<file path="src/hdl/booth_pkg.sv">
`default_nettype none

// Shared widths and encodings for the radix-2 Booth multiplier
package booth_pkg;

    // Two's complement operand and product widths
    localparam int OP_WIDTH   = 8;                    // Multiplicand / multiplier bits
    localparam int PROD_WIDTH = 2 * OP_WIDTH;         // A:Q concatenation
    localparam int CNT_WIDTH  = $clog2(OP_WIDTH + 1); // Must hold OP_WIDTH itself

    // Controller states
    typedef enum logic {
        IDLE = 1'b0,    // Waiting for start
        RUN  = 1'b1     // Stepping through Booth pairs
    } ctrl_state_t;

    // ALU opcodes
    typedef enum logic [1:0] {
        ALU_PASS = 2'b00,   // Pair 00 or 11
        ALU_SUB  = 2'b01,   // Pair 10 starts a run of ones
        ALU_ADD  = 2'b10    // Pair 01 ends a run of ones
    } alu_op_t;

endpackage : booth_pkg

`default_nettype wire

</file>
<file path="src/hdl/booth_alu.sv">
`timescale 1ns/1ps
`default_nettype none

// Execute arithmetic of the Booth multiplier
// Purely combinational, result consumed by the datapath shift
module booth_alu (
    input  logic [booth_pkg::OP_WIDTH-1:0] acc,      // Accumulator A
    input  logic [booth_pkg::OP_WIDTH-1:0] mcand,    // Multiplicand M
    input  booth_pkg::alu_op_t             alu_op,   // From controller
    output logic [booth_pkg::OP_WIDTH-1:0] alu_sum   // New A before shift
);

    import booth_pkg::*;

    // Overflow wraps; the arithmetic shift afterwards keeps the
    // running partial product within range
    always_comb begin
        case (alu_op)
            ALU_ADD: begin
                alu_sum = acc + mcand;     // End of a run of ones
            end
            ALU_SUB: begin
                alu_sum = acc - mcand;     // Start of a run of ones
            end
            default: begin
                alu_sum = acc;             // Pass
            end
        endcase
    end

endmodule : booth_alu

`default_nettype wire

</file>
<file path="src/hdl/booth_controller.sv">
`timescale 1ns/1ps
`default_nettype none

// Decode stage of the Booth multiplier
// Two states, all outputs decoded combinationally from state and inputs
module booth_controller (
    input  logic              clk,        // System clock
    input  logic              rst_n,      // Async reset, active low
    input  logic              start,      // Level, sampled in IDLE only
    input  logic              count_done, // Step counter exhausted
    input  logic              q0,         // Low bit of Q
    input  logic              q_1,        // Extra bit right of Q
    output logic              load,       // Load operands, IDLE + start
    output logic              step,       // Add/sub then shift
    output logic              clear,      // Zero the datapath
    output logic              ready,      // Product valid this cycle
    output booth_pkg::alu_op_t alu_op,    // ALU operation select
    output logic              busy        // Multiplication in flight
);

    import booth_pkg::*;

    ctrl_state_t state;      // Current state
    ctrl_state_t state_nxt;  // Next state

    // State register
    always_ff @(posedge clk or negedge rst_n) begin
        if (!rst_n) begin
            state <= IDLE;         // Idle after reset
        end else begin
            state <= state_nxt;
        end
    end

    // Next state and strobe decode
    always_comb begin
        state_nxt = state;         // Hold by default
        load      = 1'b0;
        step      = 1'b0;
        clear     = 1'b0;
        ready     = 1'b0;
        alu_op    = ALU_PASS;      // No x outputs, pass when idle

        case (state)
            IDLE: begin
                if (start) begin
                    load      = 1'b1;      // Capture operands at this edge
                    state_nxt = RUN;
                end
            end

            RUN: begin
                if (count_done) begin
                    // All OP_WIDTH steps done, hand A:Q to the result stage
                    ready     = 1'b1;
                    clear     = 1'b1;      // Datapath zeroed at same edge
                    state_nxt = IDLE;
                end else begin
                    step = 1'b1;           // One Booth step per cycle
                    // Booth pair Q0,Q_1
                    case ({q0, q_1})
                        2'b10:   alu_op = ALU_SUB;   // A - M
                        2'b01:   alu_op = ALU_ADD;   // A + M
                        default: alu_op = ALU_PASS;  // 00 or 11, shift only
                    endcase
                end
            end

            default: begin
                state_nxt = IDLE;          // Recover from illegal state
            end
        endcase
    end

    assign busy = (state == RUN);  // High from load edge to finish edge

endmodule : booth_controller

`default_nettype wire

</file>
<file path="src/hdl/booth_datapath.sv">
`timescale 1ns/1ps
`default_nettype none

// Execute registers of the Booth multiplier
// Holds M, A, Q, Q_1 and the step counter
module booth_datapath (
    input  logic                           clk,          // System clock
    input  logic                           rst_n,        // Async active-low reset
    input  logic                           load,         // Initialize from operands
    input  logic                           step,         // Take alu_sum and shift
    input  logic                           clear,        // Zero everything
    input  logic [booth_pkg::OP_WIDTH-1:0] multiplicand, // Operand M
    input  logic [booth_pkg::OP_WIDTH-1:0] multiplier,   // Operand Q
    input  logic [booth_pkg::OP_WIDTH-1:0] alu_sum,      // A op M from ALU
    output logic [booth_pkg::OP_WIDTH-1:0] acc,          // Accumulator A
    output logic [booth_pkg::OP_WIDTH-1:0] mcand,        // Registered M
    output logic [booth_pkg::OP_WIDTH-1:0] q,            // Multiplier / low product
    output logic                           q0,           // Q[0] for decode
    output logic                           q_1,          // Bit shifted out of Q
    output logic                           count_done    // Counter at zero
);

    import booth_pkg::*;

    logic [CNT_WIDTH-1:0] count;     // Remaining steps
    logic                 sum_ovf;   // A op M left the OP_WIDTH range
    logic                 sum_sign;  // Sign of A op M at OP_WIDTH+1 bits
    logic [OP_WIDTH-1:0]  acc_shft;  // alu_sum shifted right with its true sign
    logic [OP_WIDTH-1:0]  q_shft;    // Q shifted right under the sum LSB

    // Pair 10 subtracts M and pair 01 adds it
    assign sum_ovf  = (q[0] ^ q_1)                                    // Add or subtract step
                    & (acc[OP_WIDTH-1] ^ alu_sum[OP_WIDTH-1])         // Sign flipped
                    & ~(acc[OP_WIDTH-1] ^ mcand[OP_WIDTH-1] ^ q[0]);  // Like operand signs
    assign sum_sign = sum_ovf ? acc[OP_WIDTH-1] : alu_sum[OP_WIDTH-1]; // Undo the wrap

    // Arithmetic right shift of {A op M, q, q_1} by one
    assign acc_shft = {sum_sign, alu_sum[OP_WIDTH-1:1]};             // Sign fill
    assign q_shft   = {alu_sum[0], q[OP_WIDTH-1:1]};                 // Carry into Q

    // Counter and Q_1 register
    always_ff @(posedge clk or negedge rst_n) begin
        if (!rst_n) begin
            count <= '0;
            q_1   <= 1'b0;
        end else if (clear) begin
            count <= '0;
            q_1   <= 1'b0;
        end else if (load) begin
            count <= CNT_WIDTH'(OP_WIDTH);   // One step per operand bit
            q_1   <= 1'b0;                   // Implicit zero right of Q
        end else if (step) begin
            count <= count - 1'b1;
            q_1   <= q[0];                   // Q0 drops into Q_1
        end
    end

    // M, A and Q registers
    always_ff @(posedge clk) begin
        if (clear) begin
            mcand <= '0;
            acc   <= '0;
            q     <= '0;
        end else if (load) begin
            mcand <= multiplicand;
            acc   <= '0;                     // A starts at zero
            q     <= multiplier;
        end else if (step) begin
            acc   <= acc_shft;               // M unchanged during run
            q     <= q_shft;
        end
    end

    assign q0         = q[0];
    assign count_done = (count == '0);       // Also high in IDLE where it is ignored

endmodule : booth_datapath

`default_nettype wire

</file>
<file path="src/hdl/booth_multiplier.sv">
`timescale 1ns/1ps
`default_nettype none

// Sequential signed multiplier, radix-2 Booth
// OP_WIDTH+1 cycles from the start edge to done
module booth_multiplier (
    input  logic                             clk,          // System clock
    input  logic                             rst_n,        // Async reset, active low
    input  logic                             start,        // Level, ignored while busy
    input  logic [booth_pkg::OP_WIDTH-1:0]   multiplicand, // Signed operand M
    input  logic [booth_pkg::OP_WIDTH-1:0]   multiplier,   // Signed operand Q
    output logic                             busy,         // Multiplication in flight
    output logic                             done,         // One-cycle finish pulse
    output logic [booth_pkg::PROD_WIDTH-1:0] product       // Signed product, held
);

    logic                           load;        // Controller to datapath
    logic                           step;
    logic                           clear;
    logic                           ready;       // Controller to result stage
    logic                           q0;          // Datapath to controller
    logic                           q_1;
    logic                           count_done;
    booth_pkg::alu_op_t             alu_op;      // Controller to ALU
    logic [booth_pkg::OP_WIDTH-1:0] acc;         // A register
    logic [booth_pkg::OP_WIDTH-1:0] mcand;       // M register
    logic [booth_pkg::OP_WIDTH-1:0] q;           // Q register
    logic [booth_pkg::OP_WIDTH-1:0] alu_sum;     // ALU result

    booth_controller u_ctrl (
        .clk        (clk),
        .rst_n      (rst_n),
        .start      (start),
        .count_done (count_done),
        .q0         (q0),
        .q_1        (q_1),
        .load       (load),
        .step       (step),
        .clear      (clear),
        .ready      (ready),
        .alu_op     (alu_op),
        .busy       (busy)
    );

    booth_datapath u_dp (
        .clk          (clk),
        .rst_n        (rst_n),
        .load         (load),
        .step         (step),
        .clear        (clear),
        .multiplicand (multiplicand),
        .multiplier   (multiplier),
        .alu_sum      (alu_sum),
        .acc          (acc),
        .mcand        (mcand),
        .q            (q),
        .q0           (q0),
        .q_1          (q_1),
        .count_done   (count_done)
    );

    booth_alu u_alu (
        .acc     (acc),
        .mcand   (mcand),
        .alu_op  (alu_op),
        .alu_sum (alu_sum)
    );

    booth_product u_prod (
        .clk     (clk),
        .rst_n   (rst_n),
        .ready   (ready),
        .acc     (acc),
        .q       (q),
        .product (product),
        .done    (done)
    );

endmodule : booth_multiplier

`default_nettype wire

</file>
<file path="src/hdl/booth_product.sv">
`timescale 1ns/1ps
`default_nettype none

// Result stage of the Booth multiplier
// Captures A:Q when ready pulses, holds it until the next finish
module booth_product (
    input  logic                             clk,     // System clock
    input  logic                             rst_n,   // Async reset, active low
    input  logic                             ready,   // Finish strobe from controller
    input  logic [booth_pkg::OP_WIDTH-1:0]   acc,     // High half of product
    input  logic [booth_pkg::OP_WIDTH-1:0]   q,       // Low half of product
    output logic [booth_pkg::PROD_WIDTH-1:0] product, // Signed result
    output logic                             done     // One cycle after capture
);

    // Product register, zero out of reset
    always_ff @(posedge clk or negedge rst_n) begin
        if (!rst_n) begin
            product <= '0;
        end else if (ready) begin
            product <= {acc, q};   // A:Q before the datapath clears
        end
    end

    // Done follows ready by one edge, so it lasts exactly one cycle
    always_ff @(posedge clk or negedge rst_n) begin
        if (!rst_n) begin
            done <= 1'b0;
        end else begin
            done <= ready;
        end
    end

endmodule : booth_product

`default_nettype wire

</file>
<file path="config.mk">
export PLATFORM = sky130hd
export DESIGN_NAME = booth_multiplier
export DESIGN_NICKNAME = d
export VERILOG_FILES = /design/src/hdl/booth_pkg.sv /design/src/hdl/booth_alu.sv /design/src/hdl/booth_controller.sv /design/src/hdl/booth_datapath.sv /design/src/hdl/booth_multiplier.sv /design/src/hdl/booth_product.sv
export SDC_FILE = /design/constraint.sdc
export NUM_CORES = 1
export LEC_CHECK = 0
export ABC_AREA = 1
export ABC_CLOCK_PERIOD_IN_PS = 4400
export BUFFER_PORTS_ARGS = -buffer_cell sky130_fd_sc_hd__clkbuf_2
export CORE_MARGIN = 2
export CORE_UTILIZATION = 57
export CTS_CLUSTER_SIZE = 25
export DETAILED_ROUTE_END_ITERATION = 8
export HOLD_SLACK_MARGIN = 0.12
export PLACE_DENSITY_LB_ADDON = 0.25
export SYNTH_ARGS = -nofsm -noshare
export SYNTH_HDL_FRONTEND = slang
export SYNTH_SLANG_ARGS = --single-unit
</file>
<file path="constraint.sdc">
create_clock -name clk -period 4.4 [get_ports clk]
set_clock_uncertainty 0.2 [all_clocks]
set_input_delay 0.44 -clock clk [delete_from_list [all_inputs] [get_ports clk]]
set_output_delay 0.44 -clock clk [all_outputs]
set_load 0.1 [all_outputs]
</file>
# ---- Word-level counts from Yosys, hierarchy flattened
# Index checks and enable logic that the tools add are counted.
dict set report word_totals {
  output_inout_bits 18
  register_bits 47
  in_bits 19
}
dict set report op_classes {
  eq_ne 4
  bitwise_logic 9
  n_reduce_logical 5
  n_addsub 3
  muxes 19
}
# op n
set ops {}
lappend ops {{two-way mux 8 bit} 2}
lappend ops {{case mux 8 bit (2 select lines)} 1}
lappend ops {{two-way mux 4 bit} 3}
lappend ops {{two-way mux 1 bit} 9}
lappend ops {{adder 8 bit} 1}
lappend ops {{subtractor 8 bit} 1}
lappend ops {{equality test 2 x 1 -> 1 bit (second input constant)} 2}
lappend ops {{equality test 2 bit (second input constant)} 2}
lappend ops {{logical NOT 4 bit} 1}
lappend ops {{two-way mux 2 bit} 2}
lappend ops {{case mux 2 bit (2 select lines)} 1}
lappend ops {{subtractor 4 x 1 -> 4 bit (second input constant)} 1}
lappend ops {{XOR 1 bit} 4}
lappend ops {{NOT 1 bit} 3}
lappend ops {{nonzero test 3 bit} 1}
lappend ops {{bitwise AND 1 bit} 2}
lappend ops {{case mux 1 bit (2 select lines)} 1}
lappend ops {{AND reduction 2 bit} 1}
lappend ops {{nonzero test 2 bit} 1}
lappend ops {{OR reduction 2 bit} 1}

# ---- Longest topological paths before layout
dict set report logic_depth {
  depth_word 11
  ltp_mapped 24
  ltp_nobuf 23
}

# ---- Hierarchy
# From an unflattened synthesis, not the netlist that was laid out.
dict set report hier_totals {
  cells_unflattened 354
  area_unflattened_um2 2597.5
}
# mod area_per_inst_um2 cells_per_inst instances
set modules_own_cells {}
lappend modules_own_cells {booth_datapath 1222.4 151 1}
lappend modules_own_cells {booth_product 669.4 69 1}
lappend modules_own_cells {booth_alu 611.8 117 1}
lappend modules_own_cells {booth_controller 93.8 17 1}

# ---- Least setup slack after synthesis
# Ideal clock, no wire load.
dict set report synth_timing {
  kind {flip-flop to flip-flop}
  startpoint {register u_ctrl.state, in the netlist u_ctrl.busy}
  endpoint {register u_dp.acc[6] (netlist bit)}
  n_path_buf 2
  arrival_time_ns 3.228
  period_less_slack_ns 3.541
  stages_incl_launch_ff 21
  setup_slack_ns 0.859
  path_cell_list {dfrtp_1 -> inv_2 -> nor2_8 -> buf_6 -> nand2_1 -> ha_1 -> clkbuf_2 -> inv_1 -> nand2_1 -> o21ai_0 -> xor2_1 -> inv_1 -> ha_1 -> nand2_1 -> inv_1 -> a21oi_1 -> nand2_1 -> nand3_1 -> nand3_1 -> nand3_1 -> nand2_1}
}
dict set report synth_via {
  elab_chain_cells 3
}
# item line
set synth_rtl {}
lappend synth_rtl {{start: declaration} booth_controller.sv:23} ;# ctrl_state_t state;
lappend synth_rtl {{start signal: assignment} booth_controller.sv:31} ;# state <= state_nxt;
lappend synth_rtl {{two-way mux 2 bit} booth_controller.sv:44} ;# case (state)
lappend synth_rtl {{equality test 2 x 1 -> 1 bit or equality test 2 bit (tied branches)} booth_alu.sv:18} ;# case (alu_op)
lappend synth_rtl {{case mux 8 bit (2 select lines)} booth_alu.sv:18}
lappend synth_rtl {{end signal: assignment} booth_datapath.sv:69} ;# acc <= acc_shft;
lappend synth_rtl {{end: declaration} booth_datapath.sv:15} ;# output logic [booth_pkg::OP_WIDTH-1:0] acc,
# Several ways; a longest one is shown, not always the timed one.
# A chain may end at the register's enable or synchronous reset.

# ---- Worst setup path in the final report
dict set report layout_timing {
  startpoint {register u_dp.count[0]}
  endpoint {register u_dp.acc[6] (netlist bit)}
}
dict set report layout_via {
  elab_chain_cells 5
}
# item line
set layout_rtl {}
lappend layout_rtl {{start: declaration} booth_datapath.sv:25} ;# logic [CNT_WIDTH-1:0] count;
lappend layout_rtl {{start signal: assignment} booth_datapath.sv:50} ;# count <= CNT_WIDTH'(OP_WIDTH);
lappend layout_rtl {{start signal: assignment} booth_datapath.sv:53} ;# count <= count - 1'b1;
lappend layout_rtl {{logical NOT 4 bit (*)} booth_datapath.sv:75} ;# assign count_done = (count == '0);
lappend layout_rtl {{two-way mux 2 bit} booth_controller.sv:53} ;# if (count_done) begin
lappend layout_rtl {{two-way mux 2 bit} booth_controller.sv:44}
lappend layout_rtl {{equality test 2 x 1 -> 1 bit or equality test 2 bit (tied branches)} booth_alu.sv:18}
lappend layout_rtl {{case mux 8 bit (2 select lines)} booth_alu.sv:18}
# Mark *: on every way between the ends. The rest lies on a longest branch, timed or not.

==> flow_summary_export.csv <==
group,metric,value,unit
cells_and_area,drive_above_1_share,14.4,%
yosys,yosys_most_used_dff,"dfxtp_1",
sta,fmax,296,MHz
placed_design,port_buffers,36,
sta,fin_ws,1.02,ns
yosys,synthDominantCellAreaShare,22.8,%
cells_and_area,fin_nets,408,
placed_design,place.gp.congestion,0.878,
sta,fin_crit,3.38,ns
placed_design,place_area,2720,um^2
routing,drc,0,
clocking,post_cts_resized,0,
clocking,cts_hold_buf,1,
sta,hold_violations,0,
routing,via_count,2211,
clocking,ctsHtreeMaxLevel,2,
cells_and_area,final_area,2840,um^2
die,io_pins,37,
yosys,syn_area,2530,um^2
routing,postRouteAntennaNets,0,
worst_setup_path,critPathLaunchType,"flip-flop",
sta,tightestPinTransition,1.05,ns
clocking,postCtsSetupBuffers,0,
global_route,grt_max_degree,32,
worst_setup_path,worstRegToRegCells,22,
sta,holdWs,0.185,ns
die,dieArea,4980,um^2
worst_setup_path,critPathCaptureType,"flip-flop",
sta,fin_crit_sh,76.8,%
die,core-area,4320,um^2
routing,routed_via_density,5.17,
worst_setup_path,path_class,"flip-flop to flip-flop",
yosys,yosys_warnings,0,
worst_setup_path,crit_chain,"inv_1 > ha_1 > nand2_1 > nor2_4 > nor2_8 > inv_4 > nor2_1 > ha_1 > inv_1 > nand2_1 > o21ai_0 > xor2_1 > inv_1 > ha_1 > nand2_1 > inv_1 > a21oi_1 > nand2_1 > nand3_1 > nand3_1 > nand3_1 > nand2_1",
routing,wire_per_inst,12.2,um
cells_and_area,area_growth,12.5,%
worst_setup_path,startpoint,"u_dp.count[0]",
global_route,grt_usage,23.2,%
sta,final.setup.tns,0,ns
yosys,avgSynthCellArea,7.41,um^2
yosys,ys_seq_area_share,41.8,%
die,rows,24,
worst_setup_path,worst_path_max_delay_cell,"dfrtp_1",
sta,grt_setup_unrepaired,"no",
clocking,clock_path_buffers,2,
run,cap_violations,0,
run_status,status,"completed",
routing,drt-total-wl,5.24,mm
worst_setup_path,rr_endpoint,"u_dp.acc[6]",
worst_setup_path,arrival,3.38,ns
min_path,worstHoldPathType,"primary input to flip-flop",
clocking,cts_sinks,47,
yosys,synth.net_count,374,
worst_setup_path,reg2reg_slack,1.02,ns
die,die_y,70.6,um
sta,finalSetupViolCount,0,
worst_setup_path,crit_fanout,18,
global_route,antenna_found_initial,0,
yosys,async_reset_ff_share,48.9,%
routing,dr.pass1.iters,4,
sta,maxSlewHeadroom,29.9,%
routing,drt_iter0_drc,127,
clocking,clk_latency,0.31,ns
placed_design,pre_cts_slack,1.04,ns
clocking,path_clk_slew,0.10,ns
clocking,cts_tree,"yes",
clocking,root_buffer,"clkbuf_8",
sta,drv_slew,0,
clocking,cts_made_buffers,5,
global_route,grt_pass1_vias,2131,
global_route,grt_pass1_wl,9.30,mm
worst_setup_path,crit_top_cell,"nand2_1",
yosys,yosysUniqueCellTypes,31,
worst_setup_path,max_stage_delay,0.35,ns
min_path,worstHoldEndpoint,"u_dp.q[4]",
yosys,synth.largest_area_cell,"dfrtp_1",
min_path,hp-start,"multiplier[4]",
yosys,ys_top_cells_by_area,"dfrtp_1 23%, dfxtp_1 19%, nand2_1 16%",
min_path,whs_path_depth,3,
worst_setup_path,worstPathRequired,4.40,ns
yosys,postSynthCellCount,341,
global_route,overflow,0,
cells_and_area,diodes,0,
placed_design,dp_hpwl,3.82,mm
worst_setup_path,r2r_start,"u_dp.count[0]",
die,start_util,58.4,%
yosys,yosys_register_bits,47,
yosys,synth_edf_count,0,
die,die_w,70.6,um
[layout by cell type, fill, tap and decap left out, types with 2 or more instances in the layout]
cell	netlist	routed
nand2_1	111	111
inv_1	46	46
clkbuf_2	1	36
a21oi_1	24	24
dfxtp_1	24	24
dfrtp_1	23	23
o21ai_0	18	18
nand3_1	15	15
nor2_1	14	14
ha_1	13	13
xor2_1	6	6
a22oi_1	6	6
clkbuf_8	0	5
o21ai_1	4	4
nand4_1	4	4
nor2_4	3	3
inv_2	3	3
a31oi_1	3	3
nor3_1	2	2
o22ai_1	2	2
and2_1	2	2
[logic make-up (layout without fill, tap and decap cells)]
family / Yosys count / count (layout) / share of synthesized area (%)
simple gates: 154 / 154 / 26.1
buf+inv: 60 / 95 / 9.71
compound gates: 59 / 59 / 12.8
flops: 47 / 47 / 41.8
fa+ha+maj: 14 / 14 / 7.23
xor+xnor: 7 / 7 / 2.43
[how the worst max path moves through the flow]
stage	slack, ns	cells after the start	end
6_report	1.02	22	u_dp.acc[6]
5_1_grt	0.66	21	u_dp.acc[5]
4_1_cts	1.03	22	u_dp.acc[6]
3_5_place_dp	1.04	22	u_dp.acc[7]
3_3_place_gp	1.17	22	u_dp.acc[7]
2_1_floorplan	0.86	20	u_dp.acc[6]
[cell type report]
cell class,count,area [um^2]
clock inverter,3,46.3
tap,52,65.1
multi-input combinational,234,1220
inverter,50,190
fill,401,1480
sequential,47,1060
clock buffer,5,68.8
timing repair buffer,37,190
[cell usage after synthesis (4+ instances only)]
library cell,number
dfrtp_1,23
nand3_1,15
nand2_1,111
inv_1,46
a22oi_1,6
o21ai_0,18
buf_2,7
o21ai_1,4
ha_1,13
nor2_1,14
a21oi_1,24
nand4_1,4
dfxtp_1,24
xor2_1,6
[registers in the layout (all words and copies together), names as in the netlist]
| name | count |
|---|---|
| u_prod.product | 16 |
| u_dp.acc | 8 |
| u_dp.mcand | 8 |
| u_dp.q | 8 |
| u_dp.count | 4 |
| u_ctrl.busy | 1 |
| u_dp.q_1 | 1 |
| u_prod.done | 1 |
[critical path: cells and delay by family (launching register included)]
family	cells	cell delay, ns
xor+xnor	1	0.14
fa+ha+maj	3	0.82
buf+inv	5	0.41
flops	1	0.35
compound gates	2	0.23
simple gates	11	1.14
[stage by stage]
step | cells | utilization (%)
5_1_grt | 428 | 65.7
2_1_floorplan | 341 | -
3_5_place_dp | 419 | 62.8
4_1_cts | 428 | 65.7
6_report | 428 | 65.7
3_3_place_gp | 419 | 62.8
[metal layers]
metal  GRT usage [%]  share of wire (%)  vias to the layer above
met1            29.6                 45                     1002
met4            6.71                1.5                        0
met3            4.56                4.5                        8
met2            40.3                 49                       53
li1                -                  -                     1148
met5               0                  0                        -
Power is not shown: default switching activity piles up to over one toggle a cycle in this logic, so the estimate is an artifact.
